<file path="src/logic/hl_cmd_pkg.sv">
////////////////////
// Command definitions for the control path: address map, field widths
// and the command data word, which decodes as a phase word or as config
// fields depending on the address.
////////////////////

package hl_cmd_pkg;

  localparam int CMD_ADDR_W = 6;
  localparam int CMD_DATA_W = 32;

  // register map
  localparam logic [CMD_ADDR_W-1:0] ADDR_TX_FREQ = 6'd1;
  localparam logic [CMD_ADDR_W-1:0] ADDR_RX_FREQ = 6'd2;
  localparam logic [CMD_ADDR_W-1:0] ADDR_CONFIG  = 6'd9;

  // config field widths
  localparam int HANG_W  = 8;
  localparam int ATTEN_W = 6;

  // one data word, two readings
  typedef union packed {
    logic [CMD_DATA_W-1:0] freq;
    struct packed {
      logic [15:0]        rsvd;
      logic [ATTEN_W-1:0] atten;
      logic [HANG_W-1:0]  hang;
      logic               pa_enable;
      logic               run;
    } cfg;
  } cmd_word_u;

endpackage

</file>
<file path="src/logic/hl_status_pkg.sv">
////////////////////
// Status byte layout and response width, shared by the status monitor,
// the response builder and the testbench.
////////////////////

package hl_status_pkg;

  localparam int STATUS_W = 8;
  localparam int RESP_W   = STATUS_W + hl_cmd_pkg::CMD_DATA_W;

  // status bit positions, upper bits read zero
  localparam int ST_CLIP    = 0;
  localparam int ST_GOODLVL = 1;
  localparam int ST_TX_ON   = 2;
  localparam int ST_HANG    = 3;
  localparam int ST_RUN     = 4;

  localparam int LED_W = 4;

endpackage

</file>
<file path="src/logic/cmd_decoder.sv">
////////////////////
// Command acceptance and register map. Takes host commands on a
// valid/ready handshake, stores phase and config words, latches PTT and
// asks the response builder for a response when the command wants one.
////////////////////

module cmd_decoder import hl_cmd_pkg::*; (
  input  logic                  clk_ctrl,
  input  logic                  arst_n_i,
  input  logic                  cmd_valid_i,
  output logic                  cmd_ready_o,
  input  logic [CMD_ADDR_W-1:0] cmd_addr_i,
  input  cmd_word_u             cmd_data_i,
  input  logic                  cmd_ptt_i,
  input  logic                  cmd_resp_i,
  input  logic                  resp_pending_i,
  output logic [CMD_DATA_W-1:0] tx_freq_o,
  output logic [CMD_DATA_W-1:0] rx_freq_o,
  output logic                  run_o,
  output logic                  pa_enable_o,
  output logic [HANG_W-1:0]     hang_o,
  output logic [ATTEN_W-1:0]    atten_o,
  output logic                  ptt_o,
  output logic                  capture_o,
  output logic [CMD_DATA_W-1:0] readback_o
);

  logic      rdy_q;
  logic      accept;
  cmd_word_u cfg_rb;

  // ready held back while a response waits on the host
  assign cmd_ready_o = rdy_q & ~resp_pending_i;
  assign accept      = cmd_valid_i & cmd_ready_o;

  // config readback, reserved bits read zero
  always_comb begin
    cfg_rb          = cmd_data_i;
    cfg_rb.cfg.rsvd = '0;
  end

  always_ff @(posedge clk_ctrl or negedge arst_n_i) begin
    if (!arst_n_i) begin
      rdy_q       <= 1'b0;
      tx_freq_o   <= '0;
      rx_freq_o   <= '0;
      run_o       <= 1'b0;
      pa_enable_o <= 1'b0;
      hang_o      <= '0;
      atten_o     <= '0;
      ptt_o       <= 1'b0;
      capture_o   <= 1'b0;
      readback_o  <= '0;
    end else begin
      rdy_q     <= 1'b1;
      capture_o <= accept & cmd_resp_i;
      if (accept) begin
        ptt_o <= cmd_ptt_i;
        case (cmd_addr_i)
          ADDR_TX_FREQ: begin
            tx_freq_o  <= cmd_data_i.freq;
            readback_o <= cmd_data_i.freq;
          end
          ADDR_RX_FREQ: begin
            rx_freq_o  <= cmd_data_i.freq;
            readback_o <= cmd_data_i.freq;
          end
          ADDR_CONFIG: begin
            run_o       <= cmd_data_i.cfg.run;
            pa_enable_o <= cmd_data_i.cfg.pa_enable;
            hang_o      <= cmd_data_i.cfg.hang;
            atten_o     <= cmd_data_i.cfg.atten;
            readback_o  <= cfg_rb.freq;
          end
          // unmapped, nothing stored
          default: readback_o <= '0;
        endcase
      end
    end
  end

  ////////////////////
  // checks

  // a response request must hold off the next command via the builder
  a_resp_blocks_cmd: assert property (
    @(posedge clk_ctrl) disable iff (!arst_n_i)
    (accept && cmd_resp_i) |=> (resp_pending_i && !accept)
  );

endmodule

</file>
<file path="src/logic/hl_control.sv">
////////////////////
// Control-domain command path. Commands in on valid/ready, responses
// out on valid/ready, plus TX/RX sequencing, PA lines and status LEDs.
////////////////////

module hl_control import hl_cmd_pkg::*, hl_status_pkg::*; #(
  parameter int SYNC_STAGES      = 2,
  parameter int HANG_UNIT_CYCLES = 4
) (
  input  logic                  clk_ctrl,
  input  logic                  arst_n_i,
  input  logic                  cmd_valid_i,
  output logic                  cmd_ready_o,
  input  logic [CMD_ADDR_W-1:0] cmd_addr_i,
  input  cmd_word_u             cmd_data_i,
  input  logic                  cmd_ptt_i,
  input  logic                  cmd_resp_i,
  output logic                  resp_valid_o,
  input  logic                  resp_ready_i,
  output logic [RESP_W-1:0]     resp_data_o,
  input  logic                  rxclip_i,
  input  logic                  rxgoodlvl_i,
  output logic [CMD_DATA_W-1:0] tx_freq_o,
  output logic [CMD_DATA_W-1:0] rx_freq_o,
  output logic [ATTEN_W-1:0]    atten_o,
  output logic                  tx_on_o,
  output logic                  pa_tr_o,
  output logic                  pa_en_o,
  output logic [LED_W-1:0]      led_o
);

  logic                  run;
  logic                  pa_enable;
  logic [HANG_W-1:0]     hang;
  logic                  ptt;
  logic                  capture;
  logic [CMD_DATA_W-1:0] readback;
  logic                  resp_pending;
  logic                  resp_taken;
  logic                  hang_active;
  logic [STATUS_W-1:0]   status;

  cmd_decoder i_cmd_decoder (
    .clk_ctrl      (clk_ctrl),
    .arst_n_i      (arst_n_i),
    .cmd_valid_i   (cmd_valid_i),
    .cmd_ready_o   (cmd_ready_o),
    .cmd_addr_i    (cmd_addr_i),
    .cmd_data_i    (cmd_data_i),
    .cmd_ptt_i     (cmd_ptt_i),
    .cmd_resp_i    (cmd_resp_i),
    .resp_pending_i(resp_pending),
    .tx_freq_o     (tx_freq_o),
    .rx_freq_o     (rx_freq_o),
    .run_o         (run),
    .pa_enable_o   (pa_enable),
    .hang_o        (hang),
    .atten_o       (atten_o),
    .ptt_o         (ptt),
    .capture_o     (capture),
    .readback_o    (readback)
  );

  tr_sequencer #(.HANG_UNIT_CYCLES(HANG_UNIT_CYCLES)) i_tr_sequencer (
    .clk_ctrl     (clk_ctrl),
    .arst_n_i     (arst_n_i),
    .ptt_i        (ptt),
    .pa_enable_i  (pa_enable),
    .hang_i       (hang),
    .tx_on_o      (tx_on_o),
    .hang_active_o(hang_active),
    .pa_tr_o      (pa_tr_o),
    .pa_en_o      (pa_en_o)
  );

  status_monitor #(.SYNC_STAGES(SYNC_STAGES)) i_status_monitor (
    .clk_ctrl     (clk_ctrl),
    .arst_n_i     (arst_n_i),
    .rxclip_i     (rxclip_i),
    .rxgoodlvl_i  (rxgoodlvl_i),
    .tx_on_i      (tx_on_o),
    .hang_active_i(hang_active),
    .run_i        (run),
    .resp_taken_i (resp_taken),
    .status_o     (status),
    .led_o        (led_o)
  );

  resp_builder i_resp_builder (
    .clk_ctrl    (clk_ctrl),
    .arst_n_i    (arst_n_i),
    .capture_i   (capture),
    .readback_i  (readback),
    .status_i    (status),
    .resp_ready_i(resp_ready_i),
    .resp_valid_o(resp_valid_o),
    .resp_data_o (resp_data_o),
    .pending_o   (resp_pending),
    .resp_taken_o(resp_taken)
  );

endmodule

</file>
<file path="src/logic/resp_builder.sv">
////////////////////
// Response builder. Captures status byte and readback word into one
// 40-bit response and holds it on valid/ready until the host takes it.
////////////////////

module resp_builder import hl_cmd_pkg::*, hl_status_pkg::*; (
  input  logic                  clk_ctrl,
  input  logic                  arst_n_i,
  input  logic                  capture_i,
  input  logic [CMD_DATA_W-1:0] readback_i,
  input  logic [STATUS_W-1:0]   status_i,
  input  logic                  resp_ready_i,
  output logic                  resp_valid_o,
  output logic [RESP_W-1:0]     resp_data_o,
  output logic                  pending_o,
  output logic                  resp_taken_o
);

  logic valid_q;

  always_ff @(posedge clk_ctrl or negedge arst_n_i) begin
    if (!arst_n_i) begin
      valid_q <= 1'b0;
    end else if (capture_i) begin
      valid_q <= 1'b1;
    end else if (resp_taken_o) begin
      valid_q <= 1'b0;
    end
  end

  // status byte on top
  always_ff @(posedge clk_ctrl or negedge arst_n_i) begin
    if (!arst_n_i) begin
      resp_data_o <= '0;
    end else if (capture_i) begin
      resp_data_o <= {status_i, readback_i};
    end
  end

  assign resp_valid_o = valid_q;
  assign resp_taken_o = valid_q & resp_ready_i;
  // covers the strobe cycle too, so no command slips in
  assign pending_o    = capture_i | valid_q;

  ////////////////////
  // checks

  a_resp_hold: assert property (
    @(posedge clk_ctrl) disable iff (!arst_n_i)
    (resp_valid_o && !resp_ready_i) |=> (resp_valid_o && $stable(resp_data_o))
  );

endmodule

</file>
<file path="src/logic/status_monitor.sv">
////////////////////
// Receiver status. Synchronizes the ADC clip and good-level flags,
// keeps clip sticky until a response is taken and registers the
// status byte that feeds responses and LEDs.
////////////////////

module status_monitor import hl_status_pkg::*; #(
  parameter int SYNC_STAGES = 2
) (
  input  logic                clk_ctrl,
  input  logic                arst_n_i,
  input  logic                rxclip_i,
  input  logic                rxgoodlvl_i,
  input  logic                tx_on_i,
  input  logic                hang_active_i,
  input  logic                run_i,
  input  logic                resp_taken_i,
  output logic [STATUS_W-1:0] status_o,
  output logic [LED_W-1:0]    led_o
);

  // bit 0 clip, bit 1 good level
  logic [SYNC_STAGES-1:0][1:0] sync_q;
  logic                        clip_sticky_q;
  logic                        clip_next;
  logic [STATUS_W-1:0]         status_d;

  assign clip_next = sync_q[SYNC_STAGES-1][0] | (clip_sticky_q & ~resp_taken_i);

  always_comb begin
    status_d             = '0;
    status_d[ST_CLIP]    = clip_next;
    status_d[ST_GOODLVL] = sync_q[SYNC_STAGES-1][1];
    status_d[ST_TX_ON]   = tx_on_i;
    status_d[ST_HANG]    = hang_active_i;
    status_d[ST_RUN]     = run_i;
  end

  always_ff @(posedge clk_ctrl or negedge arst_n_i) begin
    if (!arst_n_i) begin
      sync_q        <= '0;
      clip_sticky_q <= 1'b0;
      status_o      <= '0;
    end else begin
      sync_q[0] <= {rxgoodlvl_i, rxclip_i};
      for (int i = 1; i < SYNC_STAGES; i++) begin
        sync_q[i] <= sync_q[i-1];
      end
      clip_sticky_q <= clip_next;
      status_o      <= status_d;
    end
  end

  // led 0 up: clip, good level, tx, run
  assign led_o = {status_o[ST_RUN], status_o[ST_TX_ON], status_o[ST_GOODLVL], status_o[ST_CLIP]};

endmodule

</file>
<file path="src/logic/tr_sequencer.sv">
////////////////////
// Transmit/receive sequencing. PTT gated by the PA-enable bit drives
// tx_on and the PA T/R line; a hang counter keeps transmit up for
// hang x HANG_UNIT_CYCLES cycles after PTT drops.
////////////////////

module tr_sequencer import hl_cmd_pkg::*; #(
  parameter int HANG_UNIT_CYCLES = 4
) (
  input  logic              clk_ctrl,
  input  logic              arst_n_i,
  input  logic              ptt_i,
  input  logic              pa_enable_i,
  input  logic [HANG_W-1:0] hang_i,
  output logic              tx_on_o,
  output logic              hang_active_o,
  output logic              pa_tr_o,
  output logic              pa_en_o
);

  localparam int CNT_W = HANG_W + $clog2(HANG_UNIT_CYCLES + 1);
  localparam logic [CNT_W-1:0] UNIT = CNT_W'(HANG_UNIT_CYCLES);

  localparam logic [1:0] S_RX   = 2'd0;
  localparam logic [1:0] S_TX   = 2'd1;
  localparam logic [1:0] S_HANG = 2'd2;

  logic [1:0]       state_q;
  logic [CNT_W-1:0] hang_cnt_q;
  logic [CNT_W-1:0] hang_len;
  logic             pa_en_q;

  assign hang_len = CNT_W'(hang_i) * UNIT;

  always_ff @(posedge clk_ctrl or negedge arst_n_i) begin
    if (!arst_n_i) begin
      state_q    <= S_RX;
      hang_cnt_q <= '0;
      pa_en_q    <= 1'b0;
    end else begin
      pa_en_q <= pa_enable_i;
      case (state_q)
        S_RX: begin
          if (ptt_i && pa_enable_i) state_q <= S_TX;
        end
        S_TX: begin
          if (!pa_enable_i) begin
            state_q <= S_RX;
          end else if (!ptt_i) begin
            // zero hang drops straight back to receive
            if (hang_len == '0) begin
              state_q <= S_RX;
            end else begin
              state_q    <= S_HANG;
              hang_cnt_q <= hang_len - CNT_W'(1);
            end
          end
        end
        S_HANG: begin
          if (!pa_enable_i) state_q <= S_RX;
          else if (ptt_i) state_q <= S_TX;
          else if (hang_cnt_q == '0) state_q <= S_RX;
          else hang_cnt_q <= hang_cnt_q - CNT_W'(1);
        end
        default: state_q <= S_RX;
      endcase
    end
  end

  assign tx_on_o       = (state_q != S_RX);
  assign hang_active_o = (state_q == S_HANG);
  assign pa_tr_o       = tx_on_o;
  assign pa_en_o       = pa_en_q;

  // PA disable always wins within one cycle
  a_pa_gate: assert property (
    @(posedge clk_ctrl) disable iff (!arst_n_i)
    !pa_enable_i |=> !tx_on_o
  );

endmodule

</file>
<file path="config.mk">
export PLATFORM = sky130hd
export DESIGN_NAME = hl_control
export DESIGN_NICKNAME = d
export VERILOG_FILES = /design/src/logic/hl_cmd_pkg.sv /design/src/logic/hl_status_pkg.sv /design/src/logic/cmd_decoder.sv /design/src/logic/hl_control.sv /design/src/logic/resp_builder.sv /design/src/logic/status_monitor.sv /design/src/logic/tr_sequencer.sv
export SDC_FILE = /design/constraint.sdc
export NUM_CORES = 1
export LEC_CHECK = 0
export ABC_AREA = 1
export BUFFER_PORTS_ARGS = -buffer_cell sky130_fd_sc_hd__buf_2
export CAP_MARGIN = 20
export CORE_AREA = 2 2 117 119
export CTS_BUF_LIST = sky130_fd_sc_hd__clkbuf_8
export CTS_CLUSTER_DIAMETER = 120
export DETAILED_ROUTE_END_ITERATION = 6
export DIE_AREA = 0 0 119 121
export PLACE_DENSITY = 0.81
export SLEW_MARGIN = 20
export SYNTH_ARGS = -nofsm -noshare
export SYNTH_HDL_FRONTEND = slang
export SYNTH_SLANG_ARGS = --single-unit
export TNS_END_PERCENT = 1
</file>
<file path="constraint.sdc">
create_clock -name clk_ctrl -period 2.2 [get_ports clk_ctrl]
set_clock_uncertainty 0.1 [all_clocks]
set_input_delay 0.44 -clock clk_ctrl [delete_from_list [all_inputs] [get_ports clk_ctrl]]
set_output_delay 0.44 -clock clk_ctrl [all_outputs]
set_load 0.01 [all_outputs]
</file>
==> key figures, run 1 <==
Run status
  • Status: complete, no violations

Timing
  • Relative slew slack: 0.596
  • Endpoints failing setup: 0
  • Peak Freq: 517 MHz
  • Final min period: 1.94 ns
  • Final Max Slew Viols: 0
  • Setup TNS: 0 ns
  • Final hold violation count: 0
  • Tcrit/Tclk final: 0.880
  • Slew @ Worst Pin: 0.605 ns
  • RSZ-0062 raised after global routing: no

Worst setup path
  • Setup CP Type: register to register
  • Critical path's top delay family: simple AND/OR/NAND/NOR gates
  • Crit path largest cell delay: 0.52 ns
  • CP Data Required Time: 2.45 ns
  • Worst setup SP type: register
  • Slowest cell on crit path: nor3b_4
  • Critical Path AT: 2.18 ns
  • Buf/Inv on CP: 2
  • Critical path capture point type: register
  • CP Cell Sequence: clkinv_2 -> nand2_2 -> nor3b_4 -> inv_2 -> nand2_1 -> o21ai_1
  • CP max FO: 32

Floorplanning
  • Chip height: 121 microns
  • I/O pins: 165
  • DIE AREA: 0.0144 sq mm
  • Die W: 119 microns
  • Core area: 0.0131 sq mm
  • Cell Rows: 42
  • Starting Density: 0.551

Drt
  • DRT iter0 DRCs: 565
  • Remaining antenna violation count: 0
  • Vias per std cell: 5.02
  • Vias: 5762
  • Wire length per cell: 14.8 microns
  • Pre-antenna DRT Iters: 5
  • DRC viols: 0
  • WL final: 17000 microns

Min path
  • Worst hold path class: input pin to register

Global route
  • Initial antenna violation count: 0
  • First-pass GRT wire length: 28300 microns
  • Largest net degree at the start of global routing: 65
  • Gr ovfl total: 0
  • Met2 GRT Util: 0.400
  • Vias in the first global route: 5555
  • GR Util All Layers: 0.254
  • GRT met3 Usage: 0.0644
  • Grt met1 use: 0.352
  • GRT Max-Usage Layer: met2

Clocking
  • Worst-Skew Late Latency: 0.45 ns
  • Register clock-pin slew on the reported worst setup and hold paths: 0.08 ns
  • Post-CTS resize count: 0
  • Root Buffer: clkbuf_8
  • Post-CTS Hold Buffers: 3
  • CTS Sinks: 176
  • Max Root-Sink Buffers: 2
  • H-tree levels: 4
  • TritonCTS Buffers: 17
  • Post-CTS setup buffers: 0
  • CTS tree: done

Synthesis
  • Post-synth EDFFs: 0
  • Simple-gate portion of the synthesized area: 0.223
  • Post-Syn Area: 0.00721 sq mm
  • Top-area cell type share of the netlist area: 0.611
  • Post-Syn Area per Cell: 9.05 sq um
  • Synth area leader: dfrtp_1
  • Mapped Cells: 796
  • FF+latch count, synth: 176
  • Post-Synth Adder-Cell Area: 0.00521
  • Async SR Flop Fraction: 1.00
  • Main combinational cell family by area after synthesis: simple AND/OR/NAND/NOR gates
  • Synth Area in XOR/XNOR: 0.00122
  • Post-synthesis compound-gate area fraction: 0.0894
  • Sequential cell area fraction in the yosys report: 0.611
  • Yosys Warn Count: 0
  • Main synth FF type: dfrtp_1
  • Synth cell types: 33
  • Area contributors post-synth: dfrtp_1, nand2_1, o21ai_0
  • Post-synthesis mux area share: 0

Placed design
  • GP Congestion: 0.891
  • Placed cells: 1113
  • Port-buffer cells: 161
  • HPWL Detailed: 11900 microns

Cells and area
  • Layout Nets: 1008
  • Ant diodes: 0
  • Final core utilization: 0.655
  • Layout cells sized above 1: 0.243
  • Fillers: 1090
  • Post-Layout Cell Count: 1147
  • P&R area growth vs syn: 19.0%

Power
  • LEAKAGE: 4.89 nW
  • Power Density: 753 mW/mm^2
  • Max VDD drop: 0.507 mV
  • Overall power: 0.00646 W

Flow run
  • Max-cap viol count: 0
==> registers in the layout, indices dropped and copies added (netlist names), 2 cells and up <==
| register | cells |
|---|---|
| i_cmd_decoder.atten_o | 6 |
| i_cmd_decoder.hang_o | 8 |
| i_cmd_decoder.readback_o | 32 |
| i_cmd_decoder.rx_freq_o | 32 |
| i_cmd_decoder.tx_freq_o | 32 |
| i_resp_builder.resp_data_o | 37 |
| i_status_monitor.status_o | 5 |
| i_status_monitor.sync_q | 3 |
| i_tr_sequencer.hang_cnt_q | 11 |
| i_tr_sequencer.state_q | 2 |
==> cells in the mapped netlist (all sizes together) (2+ instances only) <==
| master | n |
|---|---|
| nor3 | 2 |
| nor2 | 28 |
| clkbuf | 12 |
| nor3b | 2 |
| buf | 30 |
| nand4 | 2 |
| nand2 | 317 |
| dfrtp | 176 |
| o21ai | 112 |
| conb | 2 |
| or2 | 2 |
| a21oi | 2 |
| nand3 | 42 |
| inv | 57 |
| o21bai | 2 |
| ha | 3 |
==> layout make-up <==
class	instances	area (sq um)	area share
Sequential cell	176	4400	0.513
Multi-Input combinational cell	522	2310	0.269
Timing Repair Buffer	184	1040	0.122
Clock buffer	19	262	0.0305
Tap cell	176	220	0.0257
Inverter	58	219	0.0255
Clock inverter	12	120	0.0140
==> cells in the final DEF, fill, tap and decap left out, types with 3 or more instances in the layout <==
| cell type | count |
|---|---|
| nand2_1 | 312 |
| dfrtp_1 | 176 |
| buf_2 | 160 |
| inv_1 | 57 |
| o21ai_0 | 54 |
| o21ai_1 | 48 |
| nand3_1 | 40 |
| nor2_1 | 26 |
| clkbuf_8 | 19 |
| buf_4 | 16 |
| o21ai_2 | 10 |
| clkinv_2 | 5 |
| nand2_2 | 4 |
| conb_1 | 4 |
| buf_12 | 4 |
| ha_1 | 3 |
| dlygate4sd3_1 | 3 |
==> metrics by stage <==
| stage | setup WS (ns) | instance area, sq um | hold WS (ns) |
|---|---|---|---|
| global placement | 0.340 | 8170 | 0.232 |
| CTS | 0.269 | 8580 | 0.0620 |
| floorplan | 0.486 | 7210 | 0.0444 |
| detailed placement | 0.299 | 8170 | 0.236 |
| finish | 0.264 | 8580 | 0.0934 |
| global route | 0.113 | 8580 | 0.0810 |
==> metal layers <==
metal  wire, microns  share of wire
met5               0              0
met4             194          0.011
met3             909          0.053
met2            8080           0.48
met1            7810           0.46
==> worst paths after layout <==
check	from	cells after the start	slack, ns	end
max in group asynchronous	arst_n_i	3	1.03	i_cmd_decoder.tx_freq_o[30]
hold reg to reg	i_status_monitor.status_d[1]	0	0.25	i_status_monitor.status_o[1]
min in group asynchronous	arst_n_i	2	0.39	i_status_monitor.status_o[3]
setup reg to reg	i_cmd_decoder.capture_o	6	0.26	i_cmd_decoder.readback_o[29]
setup / recovery	i_cmd_decoder.capture_o	6	0.26	i_cmd_decoder.readback_o[29]
hold / removal	cmd_ptt_i	3	0.09	i_cmd_decoder.ptt_o
==> cells by family (layout without fill, tap and decap cells) <==
group	count (synthesis)	count (layout)
other cells	2	4
flops	176	176
buf+inv	100	273
xor+xnor	1	1
simple gates	395	395
compound gates	119	119
fa+ha+maj	3	3
==> worst register-to-register path, cell delays in order (launching register included) <==
cell,delay (ns)
dfrtp_1,0.39
clkinv_2,0.06
nand2_2,0.08
nor3b_4,0.52
inv_2,0.43
nand2_1,0.17
o21ai_1,0.07
==> where the power goes <==
part           internal (W)  switching (W)  total, W
combinational      0.000292       0.000486  0.000778
clock               0.00105        0.00112   0.00217
sequential          0.00340       0.000104   0.00351
total               0.00474        0.00172   0.00646
(Power assumes the default switching activity.)
==> run 2: changes to the inputs <==
CORE_AREA = 2 2 130 132   (was 2 2 117 119)
DIE_AREA = 0 0 132 134   (was 0 0 119 121)
PLACE_DENSITY = 0.68   (was 0.81)
==> key figures, run 2 (same netlist as run 1, synthesis figures left out) <==
Run status
  • Status: complete, no violations

Worst setup path
  • CP Data Required Time: 1.66 ns
  • Register-to-Register Path Depth: 8
  • Setup CP Type: register to output port
  • CP max FO: 4
  • FF-to-FF End: i_cmd_decoder.hang_o[3]
  • Setup crit end: pa_tr_o
  • FF-to-FF Start: i_cmd_decoder.capture_o
  • Critical path capture point type: output port
  • Critical Path AT: 1.34 ns
  • Worst R2R Setup Slack: 0.33 ns
  • CP startpoint: i_tr_sequencer.state_q[1]
  • Worst setup SP type: register

Drt
  • Met2 routed WL: 8210 microns
  • DRT iter0 DRCs: 411
  • Met3 wire length: 998 microns
  • Top layer reached by signal wires: met5
  • WL final: 17500 microns
  • DRC viols: 0
  • Wire length per cell: 14.7 microns
  • Pre-antenna DRT Iters: 5
  • Met1 Wirelength: 8000 microns
  • Vias per std cell: 4.78
  • Remaining antenna violation count: 0
  • Vias: 5689

Global route
  • Largest net degree at the start of global routing: 50
  • Gr ovfl total: 0
  • First-pass GRT wire length: 29100 microns
  • GR Util All Layers: 0.208
  • Initial antenna violation count: 2
  • Vias in the first global route: 5588

Timing
  • Peak Freq: 531 MHz
  • Relative slew slack: 0.609
  • Final hold violation count: 0
  • Setup TNS: 0 ns
  • Slew @ Worst Pin: 0.585 ns
  • Final Max Slew Viols: 0
  • RSZ-0062 raised after global routing: no
  • Endpoints failing setup: 0
  • Tcrit/Tclk final: 0.856
  • Final min period: 1.88 ns

Power
  • Psw: 0.00178 W
  • Power Density: 788 mW/mm^2
  • Comb power frac: 0.112
  • Net Sw Frac: 0.260
  • Max VDD drop: 0.396 mV
  • Pint: 0.00507 W
  • Clock group share of total power: 0.377
  • LEAKAGE: 4.91 nW
  • Power share of the sequential group: 0.512

Clocking
  • Root Buffer: clkbuf_8
  • Max Root-Sink Buffers: 2
  • Worst-Skew Late Latency: 0.45 ns
  • TritonCTS Buffers: 17
  • CTS tree: done
  • Register clock-pin slew on the reported worst setup and hold paths: 0.09 ns
  • H-tree levels: 4
  • CTS Sinks: 176

Cells and area
  • Top reg by flops: i_resp_builder.resp_data_o
  • Layout Nets: 1006
  • Largest register FFs: 37
  • P&R area growth vs syn: 20.7%
  • Most frequent cells in the layout: nand2_1, dfrtp_1, buf_2, inv_1, o21ai_0
  • Layout cells sized above 1: 0.244
  • Most common cell after layout, fill and taps aside: nand2_1
  • Ant diodes: 0
  • Post-Layout Cell Count: 1190

Floorplanning
  • Cell Rows: 47
  • Starting Density: 0.442
  • DIE AREA: 0.0177 sq mm
  • I/O pins: 165
  • Die W: 132 microns
  • Core area: 0.0163 sq mm
  • Chip height: 134 microns

Placed design
  • HPWL Detailed: 12100 microns
  • Port-buffer cells: 161
  • GP Congestion: 0.823
  • Placed cells: 1155

Min path
  • Worst hold path class: input pin to register
  • Hold Path Stages: 3
  • Worst hold path startpoint: cmd_resp_i

Flow run
  • Max-cap viol count: 0
[run 2: cell types whose count changed in the layout (fill, tap and decap cells not counted)]
| cell | before | now |
|---|---|---|
| bufinv_16 | 2 | 5 |
| inv_6 | 0 | 1 |
| clkbuf_8 | 19 | 18 |
| inv_1 | 57 | 56 |
| dfrtp_2 | 0 | 1 |
| clkinv_2 | 5 | 3 |
| buf_4 | 16 | 14 |
| clkinv_4 | 2 | 3 |
| dfrtp_1 | 176 | 175 |
[run 2: worst max-delay path, stage by stage (launching register included)]
cell	delay, ns
dfrtp_1	0.41
or2_2	0.34
buf_2	0.15
[run 2: final cells by class]
cell class                 instances  area, sq um
inverter                          58          219
tap                              220          275
timing repair buffer             182         1030
fill                            1540         7590
clock inverter                    14          214
clock buffer                      18          248
sequential                       176         4410
multi-input combinational        522         2310
[run 2: what timing repair did]
action	4_1_cts	5_1_grt
hold buffers	3	0
setup buffers	0	0
gates resized for setup	0	0
hold endpoints to repair	47	0
[run 2: through the flow]
stage               total power (W)  hold slack [ns]  area [sq um]  setup WS, ns  utilization
floorplan                   0.00397           0.0444          7210         0.486            -
global placement            0.00432            0.235          8210         0.360        0.504
detailed placement          0.00434            0.235          8210         0.314        0.504
CTS                         0.00691           0.0524          8700         0.289        0.534
global route                0.00719           0.0758          8700         0.160        0.534
finish                      0.00685           0.0855          8700         0.317        0.534
[run 2: how the worst min path moves through the flow]
stage | slack, ns | to
final | 0.09 | i_cmd_decoder.capture_o
after global routing | 0.08 | i_cmd_decoder.capture_o
after CTS | 0.05 | i_cmd_decoder.capture_o
after detailed placement | 0.23 | i_status_monitor.status_o[1]
after global placement | 0.23 | i_status_monitor.sync_q[2]
after floorplan | 0.04 | i_cmd_decoder.atten_o[0]
[run 2: layer usage]
layer  track usage  vias up
met2         0.328      168
met5             0        -
met3        0.0495       27
li1              -     2815
met4        0.0743        2
met1         0.284     2677
[run 2: power by group through the flow]
stage	clock network, W	registers [W]	logic, W
CTS	0.00262	0.00351	0.000779
global route	0.00279	0.00353	0.000868
global placement	0	0.00356	0.000760
detailed placement	0	0.00357	0.000774
finish	0.00258	0.00351	0.000764
floorplan	0	0.00362	0.000349
==> run 3: changes to the inputs <==
BUFFER_PORTS_ARGS = -buffer_cell sky130_fd_sc_hd__buf_4   (was -buffer_cell sky130_fd_sc_hd__buf_2)
==> key figures, run 3 (same netlist as run 1, synthesis figures left out) <==
Timing
  • Peak Freq: 521 MHz
  • Setup ws final: 0.279 ns
  • Slew @ Worst Pin: 0.575 ns
  • Relative slew slack: 0.616
  • Tcrit/Tclk final: 0.873
  • RSZ-0062 raised after global routing: no
  • Endpoints failing setup: 0
  • Final min period: 1.92 ns
  • Final hold violation count: 0
  • Final Max Slew Viols: 0
  • Setup TNS: 0 ns

Clocking
  • TritonCTS Buffers: 17
  • Max Root-Sink Buffers: 2
  • Post-CTS resize count: 0
  • Post-CTS setup buffers: 0
  • Root Buffer: clkbuf_8
  • Post-CTS Hold Buffers: 3
  • Worst-Skew Late Latency: 0.47 ns
  • CTS tree: done
  • H-tree levels: 4
  • CTS Sinks: 176
  • Register clock-pin slew on the reported worst setup and hold paths: 0.10 ns

Global route
  • GRT met3 Usage: 0.0563
  • Largest net degree at the start of global routing: 57
  • GR Util All Layers: 0.208
  • Initial antenna violation count: 0
  • Met2 GRT Util: 0.329
  • Vias in the first global route: 5605
  • Gr ovfl total: 0
  • GRT Max-Usage Layer: met2
  • First-pass GRT wire length: 29000 microns
  • Grt met1 use: 0.281

Cells and area
  • P&R area growth vs syn: 24.8%
  • Layout cells sized above 1: 0.245
  • Largest register FFs: 37
  • Top reg by flops: i_resp_builder.resp_data_o
  • Most common cell after layout, fill and taps aside: nand2_1
  • Ant diodes: 0
  • FF+latch area: 0.00441 sq mm
  • Final instance area: 0.00900 sq mm
  • Fillers: 1555
  • Multi-input logic area: 0.00231 sq mm
  • Layout Nets: 1005
  • Most frequent cells in the layout: nand2_1, dfrtp_1, buf_4, inv_1, o21ai_0
  • Final core utilization: 0.552

Worst setup path
  • Critical Path AT: 1.38 ns
  • Worst setup SP type: register
  • FF-to-FF Start: i_cmd_decoder.capture_o
  • Slowest cell on crit path: dfrtp_1
  • Buf/Inv on CP: 1
  • CP Cell Sequence: or2_2 -> buf_4
  • Register-to-Register Path Depth: 7
  • Critical path's top delay family: flip-flops
  • Critical path capture point type: output port
  • FF-to-FF End: i_cmd_decoder.tx_freq_o[28]
  • Worst R2R Setup Slack: 0.40 ns
  • CP Data Required Time: 1.66 ns
  • Setup CP Type: register to output port
  • Crit path largest cell delay: 0.42 ns
  • CP max FO: 4

Floorplanning
  • Die W: 132 microns
  • Chip height: 134 microns
  • Core area: 0.0163 sq mm
  • I/O pins: 165
  • Cell Rows: 47
  • DIE AREA: 0.0177 sq mm
  • Starting Density: 0.442

Flow run
  • Max-cap viol count: 0

Placed design
  • GP Congestion: 0.839
  • Setup WS pre-CTS: 0.386 ns
  • HPWL Detailed: 12300 microns
  • DP Area: 0.00859 sq mm
  • Port-buffer cells: 161

Drt
  • Wire length per cell: 14.8 microns
  • Remaining antenna violation count: 0
  • Pre-antenna DRT Iters: 5
  • Vias per std cell: 4.82
  • DRT iter0 DRCs: 447
  • Vias: 5730
  • DRC viols: 0
  • WL final: 17600 microns

Run status
  • Status: complete, no violations

Min path
  • Worst hold path startpoint: resp_ready_i
  • Hold Path Stages: 2
  • Worst hold path class: input pin to register
  • Hold EP: i_resp_builder.resp_valid_o

Power
  • LEAKAGE: 4.90 nW
  • Power Density: 724 mW/mm^2
  • Max VDD drop: 0.371 mV
==> run 3: cell types whose count changed in the layout (fill, tap and decap cells not counted), moves of 2 or more <==
cell / previous run / this run
clkinv_4: 3 / 6
buf_2: 160 / 0
inv_8: 0 / 6
buf_4: 14 / 174
bufinv_16: 5 / 0
clkinv_2: 3 / 1
==> run 3: layer usage <==
metal,vias up,wire (microns)
li1,2819,-
met5,-,0
met3,27,1010
met1,2726,7820
met2,158,8340
met4,0,390
==> run 3: metrics by stage <==
step                total power [W]  instances  hold WS, ns
floorplan                   0.00397        798       0.0444
global placement            0.00442       1154        0.235
detailed placement          0.00444       1154        0.235
CTS                         0.00660       1189       0.0425
global route                0.00684       1189       0.0332
finish                      0.00651       1189       0.0786
==> run 3: worst max-delay path by stage <==
| stage | start | to | slack [ns] | cells past startpoint |
|---|---|---|---|---|
| 2_1_floorplan | i_tr_sequencer.hang_cnt_q[0] | i_tr_sequencer.hang_cnt_q[0] | 0.49 | 10 |
| 5_1_grt | i_tr_sequencer.hang_cnt_q[0] | i_tr_sequencer.hang_cnt_q[4] | 0.17 | 9 |
| 4_1_cts | i_tr_sequencer.state_q[1] | tx_on_o | 0.24 | 2 |
| 3_5_place_dp | cmd_addr_i[5] | i_cmd_decoder.rx_freq_o[4] | 0.39 | 8 |
| 6_report | i_tr_sequencer.state_q[1] | tx_on_o | 0.28 | 2 |
| 3_3_place_gp | cmd_valid_i | i_cmd_decoder.tx_freq_o[23] | 0.39 | 6 |
==> run 3: worst register-to-register path, delay by kind of cell (launching register included) <==
kind	cells	cell delay (ns)
buffers and inverters	2	0.29
AOI/OAI and AO/OA	1	0.05
and+or+nand+nor	4	0.83
DFF	1	0.42
==> run 3: report_power, final <==
part / internal (W) / leakage (nW) / switching (W) / total, W
Clock: 0.000842 / 0.192 / 0.00130 / 0.00215
Combinational: 0.000374 / 2.30 / 0.000478 / 0.000852
Sequential: 0.00340 / 2.41 / 0.000109 / 0.00351
==> run 3: area by class of cell <==
| class | instances | area share |
|---|---|---|
| Sequential cell | 176 | 0.490 |
| Multi-Input combinational cell | 522 | 0.257 |
| Timing Repair Buffer | 181 | 0.156 |
| Tap cell | 220 | 0.0306 |
| Clock buffer | 17 | 0.0260 |
| Inverter | 58 | 0.0243 |
| Clock inverter | 15 | 0.0161 |
